`config.mk`:
```
export PLATFORM = sky130hd
export DESIGN_NAME = ppu_top
export DESIGN_NICKNAME = d
export VERILOG_FILES = /design/src/verilog/ppu_reg_pkg.sv /design/src/verilog/ppu_fetch_pkg.sv /design/src/verilog/ppu_if.sv /design/src/verilog/ppu_reg_decode.sv /design/src/verilog/ppu_line_timer.sv /design/src/verilog/ppu_bg_fetch.sv /design/src/verilog/ppu_pixel_out.sv /design/src/verilog/ppu_top.sv
export SDC_FILE = /design/constraint.sdc
export NUM_CORES = 1
export LEC_CHECK = 0
export BUFFER_PORTS_ARGS = -buffer_cell sky130_fd_sc_hd__clkbuf_2
export CORE_AREA = 2 2 123 125
export DETAILED_ROUTE_END_ITERATION = 10
export DIE_AREA = 0 0 125 127
export PLACE_DENSITY_LB_ADDON = 0.3
export SLEW_MARGIN = 20
export SYNTH_ARGS = -nofsm -noshare
export SYNTH_HDL_FRONTEND = slang
export SYNTH_SLANG_ARGS = --single-unit
```
`constraint.sdc`:
```
create_clock -name clk -period 6.6 [get_ports clk]
set_input_delay 0.99 -clock clk [delete_from_list [all_inputs] [get_ports clk]]
set_output_delay 0.99 -clock clk [all_outputs]
set_load 0.03 [all_outputs]
```
`src/verilog/ppu_reg_pkg.sv`:
```
// register map for the background-only picture unit with no sprite, window, DMA or OBP registers
package ppu_reg_pkg;

    // memory-mapped register addresses
    localparam logic [15:0] REG_LCDC = 16'hff40;
    localparam logic [15:0] REG_STAT = 16'hff41;
    localparam logic [15:0] REG_SCY  = 16'hff42;
    localparam logic [15:0] REG_SCX  = 16'hff43;
    localparam logic [15:0] REG_LY   = 16'hff44;   // read only
    localparam logic [15:0] REG_LYC  = 16'hff45;
    localparam logic [15:0] REG_BGP  = 16'hff47;

    localparam logic [7:0] MMIO_UNMAPPED = 8'hff;

    localparam int LCDC_ON       = 7;
    localparam int LCDC_TILE_SEL = 4;   // 1 selects unsigned tile numbers at 8000
    localparam int LCDC_MAP_SEL  = 3;
    localparam int LCDC_BG_EN    = 0;

    localparam int STAT_LYC_FLAG  = 2;
    localparam int STAT_IE_HBLANK = 3;
    localparam int STAT_IE_VBLANK = 4;
    localparam int STAT_IE_SCAN   = 5;
    localparam int STAT_IE_LYC    = 6;

    typedef enum logic [1:0] {MODE_HBLANK = 2'd0, MODE_VBLANK = 2'd1, MODE_SCAN = 2'd2,
                              MODE_DRAW = 2'd3} ppu_mode_t;

endpackage

```
`src/verilog/ppu_fetch_pkg.sv`:
```
// VRAM layout and line timing assume one dot per clk and a draw phase of variable length
package ppu_fetch_pkg;

    typedef logic [15:0] vram_addr_t;
    typedef logic [1:0]  pixel_t;       // 0 is the lightest shade

    // background tile maps and tile data
    localparam vram_addr_t MAP0_BASE          = 16'h9800;
    localparam vram_addr_t MAP1_BASE          = 16'h9c00;
    localparam vram_addr_t TILE_BASE_UNSIGNED = 16'h8000;
    localparam vram_addr_t TILE_BASE_SIGNED   = 16'h9000;   // tile 0 sits in the middle
    localparam vram_addr_t TILE_BYTES         = 16'd16;
    localparam vram_addr_t MAP_ROW_TILES      = 16'd32;

    // screen geometry
    localparam logic [7:0] SCREEN_W     = 8'd160;
    localparam logic [7:0] SCREEN_LINES = 8'd144;
    localparam logic [7:0] LAST_LINE    = 8'd153;

    // dot counts within one line
    localparam logic [10:0] SCAN_DOTS = 11'd80;
    localparam logic [10:0] LINE_DOTS = 11'd456;

    // one extra tile covers the fine-scroll overhang
    localparam logic [4:0] FETCH_TILES = 5'd21;

    typedef enum logic [2:0] {FETCH_IDLE, FETCH_MAP, FETCH_LO, FETCH_HI,
                              FETCH_PUSH} fetch_state_t;

endpackage

```
`src/verilog/ppu_if.sv`:
```
// configuration is sampled live by every block and rows move on a valid/ready handshake
`timescale 1ns/10ps

interface ppu_cfg_if
    import ppu_reg_pkg::*;
();
    logic [7:0] lcdc;
    logic [7:0] scx;
    logic [7:0] scy;
    logic [7:0] bgp;
    logic [7:0] ly;
    ppu_mode_t  mode;

    modport reg_mp   (output lcdc, scx, scy, bgp, input ly, mode);
    modport timer_mp (input lcdc, output ly, mode);
    modport fetch_mp (input lcdc, scx, scy, ly, mode);
    modport pix_mp   (input lcdc, scx, bgp);

endinterface

interface ppu_row_if ();
    logic       valid;
    logic       ready;      // high only while the shifter is empty
    logic [7:0] tile_lo;    // bit 7 is the leftmost pixel
    logic [7:0] tile_hi;
    logic       line_done;  // one-cycle pulse on the last visible pixel

    modport fetch_mp (output valid, tile_lo, tile_hi, input ready, line_done);
    modport pix_mp   (input valid, tile_lo, tile_hi, output ready, line_done);

endinterface

```
`src/verilog/ppu_reg_decode.sv`:
```
// no read and write in one cycle, rdata is zero while mmio_rd is low, LY writes are dropped
`timescale 1ns/10ps

module ppu_reg_decode
    import ppu_reg_pkg::*, ppu_fetch_pkg::*;
(
    input  logic       clk,
    input  logic       rst,
    input  vram_addr_t mmio_addr,
    input  logic       mmio_wr,
    input  logic       mmio_rd,
    input  logic [7:0] mmio_wdata,
    output logic [7:0] mmio_rdata,
    output logic       irq_vblank,
    output logic       irq_stat,
    ppu_cfg_if.reg_mp  cfg
);

    logic [7:0] lyc;
    logic [6:3] stat_ie;    // indexed by the STAT bit positions
    logic       lyc_flag;
    logic [7:0] stat_rd;

    always_ff @(posedge clk) begin
        if (rst) begin
            cfg.lcdc <= '0;
            cfg.scy  <= '0;
            cfg.scx  <= '0;
            cfg.bgp  <= '0;
            lyc      <= '0;
            stat_ie  <= '0;
        end else if (mmio_wr) begin
            case (mmio_addr)
                REG_LCDC: cfg.lcdc <= mmio_wdata;
                REG_STAT: stat_ie  <= mmio_wdata[STAT_IE_LYC:STAT_IE_HBLANK];
                REG_SCY:  cfg.scy  <= mmio_wdata;
                REG_SCX:  cfg.scx  <= mmio_wdata;
                REG_LYC:  lyc      <= mmio_wdata;
                REG_BGP:  cfg.bgp  <= mmio_wdata;
                default: ;          // LY and unmapped addresses
            endcase
        end
    end

    assign lyc_flag = (cfg.ly == lyc);
    assign stat_rd  = {1'b1, stat_ie, lyc_flag, cfg.mode};   // bit 7 always reads 1

    always_comb begin
        mmio_rdata = 8'h00;
        if (mmio_rd) begin
            case (mmio_addr)
                REG_LCDC: mmio_rdata = cfg.lcdc;
                REG_STAT: mmio_rdata = stat_rd;
                REG_SCY:  mmio_rdata = cfg.scy;
                REG_SCX:  mmio_rdata = cfg.scx;
                REG_LY:   mmio_rdata = cfg.ly;
                REG_LYC:  mmio_rdata = lyc;
                REG_BGP:  mmio_rdata = cfg.bgp;
                default:  mmio_rdata = MMIO_UNMAPPED;
            endcase
        end
    end

    assign irq_vblank = (cfg.mode == MODE_VBLANK);
    assign irq_stat   = (stat_ie[STAT_IE_HBLANK] && cfg.mode == MODE_HBLANK)
                     || (stat_ie[STAT_IE_VBLANK] && cfg.mode == MODE_VBLANK)
                     || (stat_ie[STAT_IE_SCAN]   && cfg.mode == MODE_SCAN)
                     || (stat_ie[STAT_IE_LYC]    && stat_rd[STAT_LYC_FLAG]);

    host_excl: assert property (@(posedge clk) disable iff (rst) !(mmio_wr && mmio_rd));

endmodule

```
`src/verilog/ppu_line_timer.sv`:
```
// a visible line lasts at least 456 dots and stretches when draw is held up by back-pressure
`timescale 1ns/10ps

module ppu_line_timer
    import ppu_reg_pkg::*, ppu_fetch_pkg::*;
(
    input  logic         clk,
    input  logic         rst,
    ppu_cfg_if.timer_mp  cfg,
    input  logic         line_done
);

    logic [10:0] dot;       // saturates on very long lines
    logic        running;

    always_ff @(posedge clk) begin
        if (rst || !cfg.lcdc[LCDC_ON]) begin
            dot      <= '0;
            running  <= 1'b0;
            cfg.ly   <= '0;
            cfg.mode <= MODE_HBLANK;
        end else if (!running) begin
            running  <= 1'b1;                   // line 0 dot 0
            cfg.mode <= MODE_SCAN;
        end else begin
            if (dot != '1) begin
                dot <= dot + 11'd1;
            end
            case (cfg.mode)
                MODE_SCAN: begin
                    if (dot == SCAN_DOTS - 11'd1) begin
                        cfg.mode <= MODE_DRAW;
                    end
                end
                MODE_DRAW: begin
                    if (line_done) begin
                        cfg.mode <= MODE_HBLANK;
                    end
                end
                MODE_HBLANK: begin
                    if (dot >= LINE_DOTS - 11'd1) begin     // late draw leaves one cycle here
                        dot      <= '0;
                        cfg.ly   <= cfg.ly + 8'd1;
                        cfg.mode <= (cfg.ly == SCREEN_LINES - 8'd1) ? MODE_VBLANK : MODE_SCAN;
                    end
                end
                default: begin                              // V-blank lines are fixed length
                    if (dot == LINE_DOTS - 11'd1) begin
                        dot <= '0;
                        if (cfg.ly == LAST_LINE) begin
                            cfg.ly   <= '0;
                            cfg.mode <= MODE_SCAN;
                        end else begin
                            cfg.ly <= cfg.ly + 8'd1;
                        end
                    end
                end
            endcase
        end
    end

    ly_range: assert property (@(posedge clk) disable iff (rst) cfg.ly <= LAST_LINE);

    draw_visible: assert property (@(posedge clk) disable iff (rst)
        (cfg.mode != MODE_DRAW) ##1 (cfg.mode == MODE_DRAW) |-> cfg.ly < SCREEN_LINES);

endmodule

```
`src/verilog/ppu_bg_fetch.sv`:
```
// one VRAM read outstanding at most and a request stalled at line end still completes
`timescale 1ns/10ps

module ppu_bg_fetch
    import ppu_reg_pkg::*, ppu_fetch_pkg::*;
(
    input  logic         clk,
    input  logic         rst,
    ppu_cfg_if.fetch_mp  cfg,
    output logic         vram_req_valid,
    output vram_addr_t   vram_addr,
    input  logic         vram_req_ready,
    input  logic         vram_rdata_valid,
    input  logic [7:0]   vram_rdata,
    ppu_row_if.fetch_mp  row
);

    fetch_state_t state;
    logic         wait_rsp;     // request accepted, data not back yet
    logic         drain;        // finish a stalled request after line end
    logic [4:0]   col;
    logic [4:0]   tile_cnt;
    logic [7:0]   y_line;
    logic [4:0]   col_sel;
    vram_addr_t   map_addr_nxt;
    vram_addr_t   tile_off;
    vram_addr_t   tile_addr;
    logic [7:0]   bg_byte;
    logic         start;
    logic         req_fire;
    logic         rsp_hit;
    logic         push_fire;

    assign y_line  = cfg.ly + cfg.scy;                              // wraps at 256
    assign col_sel = (state == FETCH_IDLE) ? cfg.scx[7:3] : col + 5'd1;

    assign map_addr_nxt = (cfg.lcdc[LCDC_MAP_SEL] ? MAP1_BASE : MAP0_BASE)
                        + vram_addr_t'(y_line[7:3]) * MAP_ROW_TILES + vram_addr_t'(col_sel);

    // 8800 mode treats the tile number as signed around 9000
    assign tile_off  = (cfg.lcdc[LCDC_TILE_SEL] ? vram_addr_t'(vram_rdata)
                                                : vram_addr_t'(signed'(vram_rdata))) * TILE_BYTES;
    assign tile_addr = (cfg.lcdc[LCDC_TILE_SEL] ? TILE_BASE_UNSIGNED : TILE_BASE_SIGNED)
                     + tile_off + vram_addr_t'({y_line[2:0], 1'b0});
    assign bg_byte   = cfg.lcdc[LCDC_BG_EN] ? vram_rdata : 8'h00;

    assign vram_req_valid = (state == FETCH_MAP || state == FETCH_LO || state == FETCH_HI)
                         && !wait_rsp && (cfg.mode == MODE_DRAW || drain);
    assign req_fire  = vram_req_valid && vram_req_ready;
    assign rsp_hit   = wait_rsp && vram_rdata_valid && state != FETCH_IDLE;
    assign start     = state == FETCH_IDLE && cfg.mode == MODE_SCAN && !wait_rsp;
    assign row.valid = (state == FETCH_PUSH);
    assign push_fire = row.valid && row.ready;

    always_ff @(posedge clk) begin
        if (rst || !cfg.lcdc[LCDC_ON]) begin
            state    <= FETCH_IDLE;
            wait_rsp <= 1'b0;
            drain    <= 1'b0;
            col      <= '0;
            tile_cnt <= '0;
        end else begin
            if (req_fire) begin
                wait_rsp <= 1'b1;
            end else if (vram_rdata_valid) begin
                wait_rsp <= 1'b0;       // also swallows a leftover response in idle
            end
            case (state)
                FETCH_IDLE: begin
                    if (start) begin
                        col      <= col_sel;
                        tile_cnt <= '0;
                        state    <= FETCH_MAP;
                    end
                end
                FETCH_MAP: state <= rsp_hit ? FETCH_LO : FETCH_MAP;
                FETCH_LO:  state <= rsp_hit ? FETCH_HI : FETCH_LO;
                FETCH_HI:  state <= rsp_hit ? FETCH_PUSH : FETCH_HI;
                default: begin
                    if (push_fire) begin
                        col      <= col_sel;
                        tile_cnt <= tile_cnt + 5'd1;
                        state    <= (tile_cnt == FETCH_TILES - 5'd1) ? FETCH_IDLE : FETCH_MAP;
                    end
                end
            endcase
            if (row.line_done) begin    // held row is dropped
                if (vram_req_valid && !vram_req_ready) begin
                    drain <= 1'b1;
                end else begin
                    state <= FETCH_IDLE;
                end
            end
            if (drain && req_fire) begin
                drain <= 1'b0;
                state <= FETCH_IDLE;
            end
        end
    end

    always_ff @(posedge clk) begin
        if (start || push_fire) begin
            vram_addr <= map_addr_nxt;
        end else if (rsp_hit && state == FETCH_MAP) begin
            vram_addr <= tile_addr;
        end else if (rsp_hit && state == FETCH_LO) begin
            vram_addr <= vram_addr + 16'd1;     // high plane follows the low plane
        end
        if (rsp_hit && state == FETCH_LO) begin
            row.tile_lo <= bg_byte;
        end
        if (rsp_hit && state == FETCH_HI) begin
            row.tile_hi <= bg_byte;
        end
    end

    addr_hold: assert property (@(posedge clk) disable iff (rst || !cfg.lcdc[LCDC_ON])
        vram_req_valid && !vram_req_ready |=> vram_req_valid && $stable(vram_addr));

endmodule

```
`src/verilog/ppu_pixel_out.sv`:
```
// the palette is sampled once per line when the first row arrives
`timescale 1ns/10ps

module ppu_pixel_out
    import ppu_reg_pkg::*, ppu_fetch_pkg::*;
(
    input  logic        clk,
    input  logic        rst,
    ppu_cfg_if.pix_mp   cfg,
    ppu_row_if.pix_mp   row,
    output logic        px_valid,
    output pixel_t      px_shade,
    input  logic        px_ready
);

    logic [7:0] lo_sr;
    logic [7:0] hi_sr;
    logic [7:0] bgp_q;
    logic [3:0] sr_cnt;     // pixels left in the shifter
    logic [2:0] discard;    // fine-scroll pixels still to drop
    logic [7:0] px_cnt;
    logic       started;
    logic       row_fire;
    logic       shift;
    logic [1:0] color_idx;

    assign row.ready      = (sr_cnt == 4'd0);
    assign row_fire       = row.valid && row.ready;
    assign px_valid       = (sr_cnt != 4'd0) && (discard == 3'd0);
    assign shift          = (sr_cnt != 4'd0) && (discard != 3'd0 || px_ready);
    assign row.line_done  = px_valid && px_ready && (px_cnt == SCREEN_W - 8'd1);
    assign color_idx      = {hi_sr[7], lo_sr[7]};
    assign px_shade       = pixel_t'(bgp_q[{color_idx, 1'b0} +: 2]);

    always_ff @(posedge clk) begin
        if (rst || !cfg.lcdc[LCDC_ON] || row.line_done) begin
            sr_cnt  <= '0;                  // leftover pixels are dropped
            discard <= '0;
            px_cnt  <= '0;
            started <= 1'b0;
        end else begin
            if (row_fire) begin
                sr_cnt  <= 4'd8;
                started <= 1'b1;
                if (!started) begin
                    discard <= cfg.scx[2:0];
                end
            end else if (shift) begin
                sr_cnt <= sr_cnt - 4'd1;
                if (discard != 3'd0) begin
                    discard <= discard - 3'd1;
                end
            end
            if (px_valid && px_ready) begin
                px_cnt <= px_cnt + 8'd1;
            end
        end
    end

    always_ff @(posedge clk) begin
        if (!started) begin
            bgp_q <= cfg.bgp;
        end
        if (row_fire) begin
            lo_sr <= row.tile_lo;
            hi_sr <= row.tile_hi;
        end else if (shift) begin
            lo_sr <= {lo_sr[6:0], 1'b0};
            hi_sr <= {hi_sr[6:0], 1'b0};
        end
    end

    shade_hold: assert property (@(posedge clk) disable iff (rst || !cfg.lcdc[LCDC_ON])
        px_valid && !px_ready |=> px_valid && $stable(px_shade));

endmodule

```
`src/verilog/ppu_top.sv`:
```
// VRAM returns one response per accepted request in order, at least one cycle later
`timescale 1ns/10ps

module ppu_top
    import ppu_reg_pkg::*, ppu_fetch_pkg::*;
(
    input  logic       clk,
    input  logic       rst,
    input  vram_addr_t mmio_addr,
    input  logic       mmio_wr,
    input  logic       mmio_rd,
    input  logic [7:0] mmio_wdata,
    output logic [7:0] mmio_rdata,
    output logic       vram_req_valid,
    output vram_addr_t vram_addr,
    input  logic       vram_req_ready,
    input  logic       vram_rdata_valid,
    input  logic [7:0] vram_rdata,
    output logic       px_valid,
    output pixel_t     px_shade,
    input  logic       px_ready,
    output ppu_mode_t  ppu_mode,
    output logic       irq_vblank,
    output logic       irq_stat
);

    ppu_cfg_if cfg ();
    ppu_row_if row ();

    assign ppu_mode = cfg.mode;

    ppu_reg_decode u_decode (.clk, .rst, .mmio_addr, .mmio_wr, .mmio_rd, .mmio_wdata,
                             .mmio_rdata, .irq_vblank, .irq_stat, .cfg(cfg.reg_mp));

    ppu_line_timer u_timer (.clk, .rst, .cfg(cfg.timer_mp), .line_done(row.line_done));

    ppu_bg_fetch u_fetch (.clk, .rst, .cfg(cfg.fetch_mp), .vram_req_valid, .vram_addr,
                          .vram_req_ready, .vram_rdata_valid, .vram_rdata,
                          .row(row.fetch_mp));

    ppu_pixel_out u_pixel (.clk, .rst, .cfg(cfg.pix_mp), .row(row.pix_mp), .px_valid,
                           .px_shade, .px_ready);

endmodule

```
# Word level (Yosys, flattened, before mapping)

Index checks and enable logic that the tools add are counted.

Bits in registers: 153
Output and inout port bits: 32
Logic and storage cells: 197

$add $sub $neg: 13
Magnitude comparators: 1
Equal/unequal tests: 32
Shifts and indexed selects: 1
Multiplexer cells: 54
Bitwise operators: 3
Reduce and logical (&&, ||, !) cells: 66

Operators by type and width:

| cell                  | count |
|---|---|
| $eq 16x16->1 const B  | 7 |
| $mux 8                | 9 |
| $pmux 8 s7            | 1 |
| $mux 16               | 3 |
| $mux 11               | 4 |
| $mux 3                | 9 |
| $mux 5                | 5 |
| $eq 8x8->1 const B    | 3 |
| $pmux 11 s2           | 1 |
| $logic_and 1x1->1     | 21 |
| $pmux 5 s2            | 2 |
| $add 16x1->16 const B | 1 |
| $add 16x10->16        | 1 |
| $add 16x16->16        | 1 |
| $add 16x4->16         | 1 |
| $add 16x5->16         | 1 |
| $add 8x1->8 const B   | 2 |
| $mux 2                | 8 |
| $pmux 8 s2            | 1 |
| $reduce_and 2->1      | 7 |
| $mux 13               | 1 |
| $mux 12               | 1 |
| $pmux 3 s4            | 1 |
| $reduce_bool 4->1     | 3 |
| other kinds (38)      | 76 |

# Logic depth before layout (Yosys ltp)

Gate-level depths: netlist of the first run.

Depth in word-level cells: 8
Depth in mapped cells: 9

# Modules after synthesis

From an unflattened synthesis of the first run, not the netlist that was laid out.

Cell total of the unflattened synthesis: 877
Area total of the unflattened synthesis: 8567.0 µm²

By module, submodules not included:

| module         | instances | cells an instance | area an instance (µm²) | seq. area each (µm²) |
|---|---|---|---|---|
| ppu_bg_fetch   | 1         | 267               | 2660.1                 | 1261.2 |
| ppu_reg_decode | 1         | 260               | 2588.7                 | 880.8 |
| ppu_pixel_out  | 1         | 176               | 1868.0                 | 1041.0 |
| ppu_line_timer | 1         | 174               | 1450.1                 | 440.4 |

# Least setup slack after synthesis of the first run

No wires, ideal clock.

Path type: input to output
From: in mmio_addr[3]
To: out mmio_rdata[0]
Arrival time: 3065 ps
Required time: 5610 ps
Setup slack: 2545 ps
Stages: 6
Path through: or4_4 or3_1 buf_6 nor4_4 a22oi_1 a21oi_1

Longest elaborated chain between the ends: 3

RTL lines:

| item            | RTL line             | source |
|---|---|---|
| start, declared | ppu_top.sv:9         | `input vram_addr_t mmio_addr,` |
| $eq 16x16->1    | ppu_reg_decode.sv:51 | `case (mmio_addr)` |
| $pmux 8 s7 *    | ppu_reg_decode.sv:51 |  |
| $mux 8 *        | ppu_reg_decode.sv:50 | `if (mmio_rd) begin` |
| end, declared   | ppu_top.sv:13        | `output logic [7:0] mmio_rdata,` |

Every way passes the cells marked *; elsewhere a longest branch is shown, timed or not.

# Final worst setup path of the first run

Same ends and word-level chain as after synthesis.

==> results.toml, run 1 <==
[outcome]
run_status = "finished, final reports clean"

[flow_run]
timing.max_cap.violations = 0

[global_routing]
grt.met3_usage_pct = 4.48
grt_antenna_before_repair = 0
globalRoute.totalOverflow = 0
grt_max_degree = 47
grt.met1_usage_pct = 33.2
use_met2_pct = 37.5
via_count_of_the_first_global_routing_pass = 5942
top_usage_layer = "met2"
grt_pass1_wl_mm = 30.5
grt_use_total_pct = 24.1

[setup_path]
cp.arrival_ns = 3.35
worst-endpoint-required_ns = 5.61
timing.critical_path.slowest_stage_cell = "or4_4"
cp_common_cell = "clkbuf_2"
critPathTopFamily = "simple AND/OR/NAND/NOR gates"
cp_num_buf_inv = 2
critPathMaxStageDelay_ns = 0.55
crit_fanout = 15
kind_of_critical_path = "in2out"
path_cells = "clkbuf_2 -> or4_4 -> or3_1 -> nor3_4 -> a221oi_1 -> a21oi_1 -> clkbuf_2"
start_kind = "input port"
worst_setup_path_end_kind = "output port"

[synthesis]
synth_largest_area_cell = "dfxtp_1"
yosysWarnings = 0
seq_area_frac_synth_pct = 45.8
yosys-top-cells-count = "nand2_1 (115), nor2_1 (98), dfxtp_1 (97)"
synth-edff-count = 56
synth_flop_cell = "dfxtp_1"
yosys-top-cells-area = "dfxtp_1 (25%), edfxtp_1 (21%), nand2_1 (5.5%), nor2_1 (4.7%), mux2i_1 (4.0%)"
post-synth-top-area-fraction_pct = 24.5
synthCells = 851
synth.most_common_cell = "nand2_1"
syn-num-nets = 910
synth_area_sq_um = 7910
postSynthRegisterBits = 153
synthDistinctLibCells = 71
syn_area_per_cell_sq_um = 9.30
synth-async-reset-ratio_pct = 0

[clocking]
clock_latency_ns = 0.43
cts_inserted_buffers = 17
ctsResizeCount = 0
clock_path_buffers = 2
cts_sinks = 153
clk_pin_slew_ns = 0.06
cts_setup_buffers = 0
post_cts_hold_buffer_count = 0
clock-root-buffer = "clkbuf_16"
cts.htree.levels = 4
cts_tree = "yes"

[layout]
drive_above_1_share_pct = 14.4
n_fill_cell = 1220
stdcell_count = 1106
final_design_area_no_fill_sq_um = 8930
multi_input_comb_area_sq_um = 4040
regArea_sq_um = 3620
finalNetCount = 968
antenna_cells = 0
synthToLayoutAreaGrowth_pct = 12.9

[timing]
clock.fmax_ghz = 0.231
worst_slew_margin_rel_pct = 32.6
worst_pin_slew_ns = 1.01
hold_ws_ns = 0.451
finalSetupViolations = 0
slew_violations = 0
final.min_clock_period_ns = 4.34
maximum_clock_skew_at_final_layout_ns = 0.00772
layout_worst_path_cycle_share_pct = 65.7
final_hold_viol_count = 0
setup_repair_after_global_routing_missed_its_margin = "false"
finalSetupTns_ns = 0

[drt]
route.vias.total = 6499
finalWirelength_mm = 19.0
detail_route.vias_per_cell = 5.88
drt-pass1-iter-count = 5
drt-wirelength-per-cell_microns = 17.2
detail_route.iter0.violations = 652
antenna_violating_nets_post_route = 0
detail_route.drc_violations = 0

[place]
placement.cell_area_sq_um = 8380
placed_cells = 1074
gpl.final_weighted_congestion = 0.916
hpwl_mm = 13.6
portBuffers = 70

[power_and_ir_drop]
power.share.sequential_pct = 50.2
vdd_drop_max_mv = 0.184
net-switching-power_uw = 430
power_switching_share_pct = 22.2
design_internal_power_mw = 1.50
totalPowerFinal_mw = 1.93
power_frac_comb_pct = 2.5
power_density_nw_per_um2 = 217
leakage_nw = 3.38
clockPowerShare_pct = 47.3

[floorplan]
fp.coreArea_sq_um = 14400
fp.dieArea_sq_um = 15900
floorplan.die.height_microns = 127
num_io_pins = 71
initial_core_util_pct = 54.8
die_w_microns = 125
std_cell_rows = 44

[worst_hold_path]
hp-class = "reg2reg"
-- power by group through the flow --
stage	combinational (mW)	clock, mW	sequential, mW
after floorplan	0.0231	0	0.991
after global placement	0.0478	0	0.991
after detailed placement	0.0482	0	0.991
after CTS	0.0482	0.927	0.970
after global routing	0.0520	0.965	0.970
final	0.0486	0.916	0.970
-- registers in the layout, summed over array words and instances (netlist names), 3 cells and up --
signal,cells
u_pixel.sr_cnt,4
u_fetch.vram_addr,16
u_decode.stat_ie,4
u_pixel.hi_sr,8
u_decode.cfg.scx,8
u_fetch.row.tile_lo,8
u_timer.cfg.ly,8
u_fetch.row.tile_hi,8
u_pixel.lo_sr,8
u_timer.dot,11
u_pixel.discard,3
u_fetch.tile_cnt,5
u_decode.lyc,8
u_pixel.px_cnt,8
u_fetch.col,5
u_fetch.state,3
u_decode.cfg.bgp,8
u_decode.cfg.scy,8
u_decode.cfg.lcdc,8
u_pixel.bgp_q,8
-- per-layer routing --
metal | vias to the layer above | wire length (microns)
met4 | 0 | 497
met5 | - | 0
met2 | 219 | 8790
met1 | 3070 | 8570
li1 | 3171 | -
met3 | 39 | 1140
-- cell usage in the layout (no fill, tap or decap), drive strengths merged, types with 5 or more instances in the layout --
master	n
nor4	9
nand2b	8
xnor2	30
a31oi	5
nand4b	5
or2	5
xor2	19
ha	19
dfxtp	97
and3	5
and2	16
mux4	8
clkinvlp	6
or3	8
mux2i	32
nand3	42
a221oi	7
nand4	11
a22oi	10
nor2	98
nor3	17
buf	5
clkbuf	88
o21ai	35
nand2	115
inv	29
edfxtp	56
nor2b	8
a21oi	60
-- cell families (layout without fill, tap and decap cells) --
kind of cell | after synthesis | after routing | synth area share, %
xor gates and xnor gates | 49 | 49 | 5.43
DFF | 153 | 153 | 45.8
AOI/OAI and AO/OA | 156 | 156 | 12.5
and+or+nand+nor | 370 | 370 | 23.4
adders and majority gates | 20 | 20 | 3.26
buffers and inverters | 62 | 133 | 3.13
muxes | 41 | 41 | 6.47
-- area by class of cell --
cell class	count	share of cell area, %
Clock inverter	14	1.39
Tap cell	184	2.58
Timing Repair Buffer	75	4.34
Sequential cell	153	40.6
Clock buffer	18	4.81
Multi-Input combinational cell	636	45.2
Inverter	26	1.09
-- tightest hold or removal path: cells and delay by family, from the launching register on --
kind            cells  cell delay (ns)
flops               1             0.31
compound gates      1             0.05
simple gates        1             0.05
-- per-stage QoR --
stage                     setup WS [ns]  utilization [%]
after floorplan                    2.55                -
after global placement             2.28             58.1
after detailed placement           2.30             58.1
after CTS                          2.29             61.9
after global routing               2.14             61.9
final                              2.26             61.9
-- final timing paths --
path                                        start                               to  slack (ns)  depth (start not counted)
hold reg to reg   u_pixel.discard[1]$_SDFFE_PP0P_  u_pixel.discard[1]$_SDFFE_PP0P_        0.45                          2
hold / removal    u_pixel.discard[1]$_SDFFE_PP0P_  u_pixel.discard[1]$_SDFFE_PP0P_        0.45                          2
setup / recovery                     mmio_addr[3]                    mmio_rdata[0]        2.26                          7
setup reg to reg   u_pixel.sr_cnt[0]$_SDFFE_PP0P_   u_fetch.vram_addr[1]$_DFFE_PP_        3.38                          8
(Power assumes the default switching activity.)
==> inputs of run 2 (changes only) <==
Settings changed: CORE_AREA 2 2 123 125 to 2 2 125 127, DIE_AREA 0 0 125 127 to 0 0 127 129.
Clock period 6.6 ns to 3.7 ns, I/O delays scaled along.
==> run 2 against run 1 <==
- flip-flop and latch count unchanged
- largest cell class unchanged
- core utilization fell by 1.5 points
- largest power group is now the clock network
- cell area increased by 1.4%
- clock-buffer cell count up 2
- global-route usage is 0.28 points lower
- die area up 3.2%
- register-to-register slack worse by 2.5 ns
- critical path type unchanged
- hold slack got worse by 0.032 ns
==> results.toml, run 2 (same netlist as run 1, synthesis figures left out) <==
[floorplan]
fp.dieArea_sq_um = 16400
initial_core_util_pct = 52.8
std_cell_rows = 45
num_io_pins = 71
fp.coreArea_sq_um = 15000
floorplan.die.height_microns = 129
die_w_microns = 127

[clocking]
cts.htree.levels = 4
post_cts_hold_buffer_count = 0
clock-root-buffer = "clkbuf_16"
clock_latency_ns = 0.43
cts_setup_buffers = 0
cts_tree = "yes"
ctsResizeCount = 0
clk_pin_slew_ns = 0.06
cts_inserted_buffers = 17
clock_path_buffers = 2
cts_sinks = 153

[drt]
drt-pass1-iter-count = 5
drt-wirelength-per-cell_microns = 17.2
detail_route.vias_per_cell = 5.83
route.vias.total = 6528
finalWirelength_mm = 19.2
detail_route.iter0.violations = 521
detail_route.drc_violations = 0
antenna_violating_nets_post_route = 0

[power_and_ir_drop]
leakage_nw = 3.47
power_density_nw_per_um2 = 396
vdd_drop_max_mv = 0.324

[setup_path]
cp_common_cell = "clkbuf_2"
crit_fanout = 8
cp.arrival_ns = 2.87
critPathMaxStageDelay_ns = 0.55
worst_setup_path_end_kind = "output port"
start_kind = "input port"
worst-endpoint-required_ns = 3.14
reg2reg_setup_slack_ns = 0.87
kind_of_critical_path = "in2out"
path_cells = "clkbuf_2 -> or4_4 -> or3_1 -> nor4_4 -> a22oi_1 -> a21oi_1 -> clkbuf_2"
critPathTopFamily = "simple AND/OR/NAND/NOR gates"
cp_num_buf_inv = 2
timing.critical_path.slowest_stage_cell = "or4_4"

[layout]
layout_top_registers = "u_fetch.vram_addr x16, u_timer.dot x11"
registers.top_by_ff_count = "u_fetch.vram_addr"
commonest_non_fill_non_tap_cells_in_the_layout = "nand2_1 (115), nor2_1 (98), dfxtp_1 (97)"
n_fill_cell = 1249
finalNetCount = 977
drive_above_1_share_pct = 15.5
commonest_non_fill_non_tap_cell_in_the_layout = "nand2_1"
synthToLayoutAreaGrowth_pct = 14.5
largest_reg_flops = 16
antenna_cells = 0

[global_routing]
grt_use_total_pct = 23.8
grt_antenna_before_repair = 0
grt_max_degree = 46
globalRoute.totalOverflow = 0
grt_pass1_wl_mm = 30.7
via_count_of_the_first_global_routing_pass = 5954

[timing]
finalSetupViolations = 0
setup_repair_after_global_routing_missed_its_margin = "false"
maximum_clock_skew_at_final_layout_ns = 0.00920
final_hold_viol_count = 0
final.min_clock_period_ns = 3.43
clock.fmax_ghz = 0.292
finalSetupTns_ns = 0
hold_ws_ns = 0.419
worst_pin_slew_ns = 0.948
slew_violations = 0
layout_worst_path_cycle_share_pct = 92.7
worst_slew_margin_rel_pct = 36.2

[place]
hpwl_mm = 13.8
portBuffers = 70
gpl.final_weighted_congestion = 0.889

[outcome]
run_status = "finished, final reports clean"

[worst_hold_path]
hp-class = "in2reg"

[flow_run]
timing.max_cap.violations = 0
[run 2: final timing paths]
path | start | end | cells past startpoint
setup reg to reg | u_timer.cfg.mode[1]$_SDFFE_PN0P_ | u_fetch.vram_addr[0]$_DFFE_PP_ | 6
hold / removal | vram_req_ready | u_fetch.wait_rsp$_SDFFE_PN0P_ | 3
hold reg to reg | u_pixel.discard[1]$_SDFFE_PP0P_ | u_pixel.discard[1]$_SDFFE_PP0P_ | 2
setup / recovery | mmio_addr[3] | mmio_rdata[4] | 7
[run 2: metrics by stage]
stage	worst slack, ns	utilization [%]	total power, mW	instance area [sq um]	std cells
2_1_floorplan	0.515	-	1.81	7910	851
3_3_place_gp	0.271	56.4	1.86	8450	1087
3_5_place_dp	0.280	56.4	1.85	8450	1087
4_1_cts	0.280	60.5	3.61	9050	1119
5_1_grt	0.140	60.5	3.68	9050	1119
6_report	0.270	60.5	3.59	9050	1119
[run 2: area by class of cell]
cell class                      instances  area [sq um]  area share [%]
Timing Repair Buffer                   84           455            5.03
Clock inverter                         12           136            1.51
Clock buffer                           20           468            5.17
Multi-Input combinational cell        636          4040            44.6
Inverter                               26          97.6            1.08
Tap cell                              188           235            2.60
Sequential cell                       153          3620            40.0
[run 2: tightest hold or removal path, stage by stage]
cell      delay (ns)
clkbuf_2        0.11
nand2_1         0.07
a21oi_1         0.05
[run 2: report_power, final]
group / internal [mW] / switching, mW
Sequential: 1.73 / 0.00000457
Combinational: 0.0279 / 0.0598
Clock: 1.06 / 0.709
[run 2: layer usage]
metal,wire length (microns),vias to the layer above,track usage (%)
met2,8910,221,37.5
met3,1210,25,5.24
met4,344,0,6.92
li1,-,3196,-
met1,8760,3086,33.2
met5,0,-,0
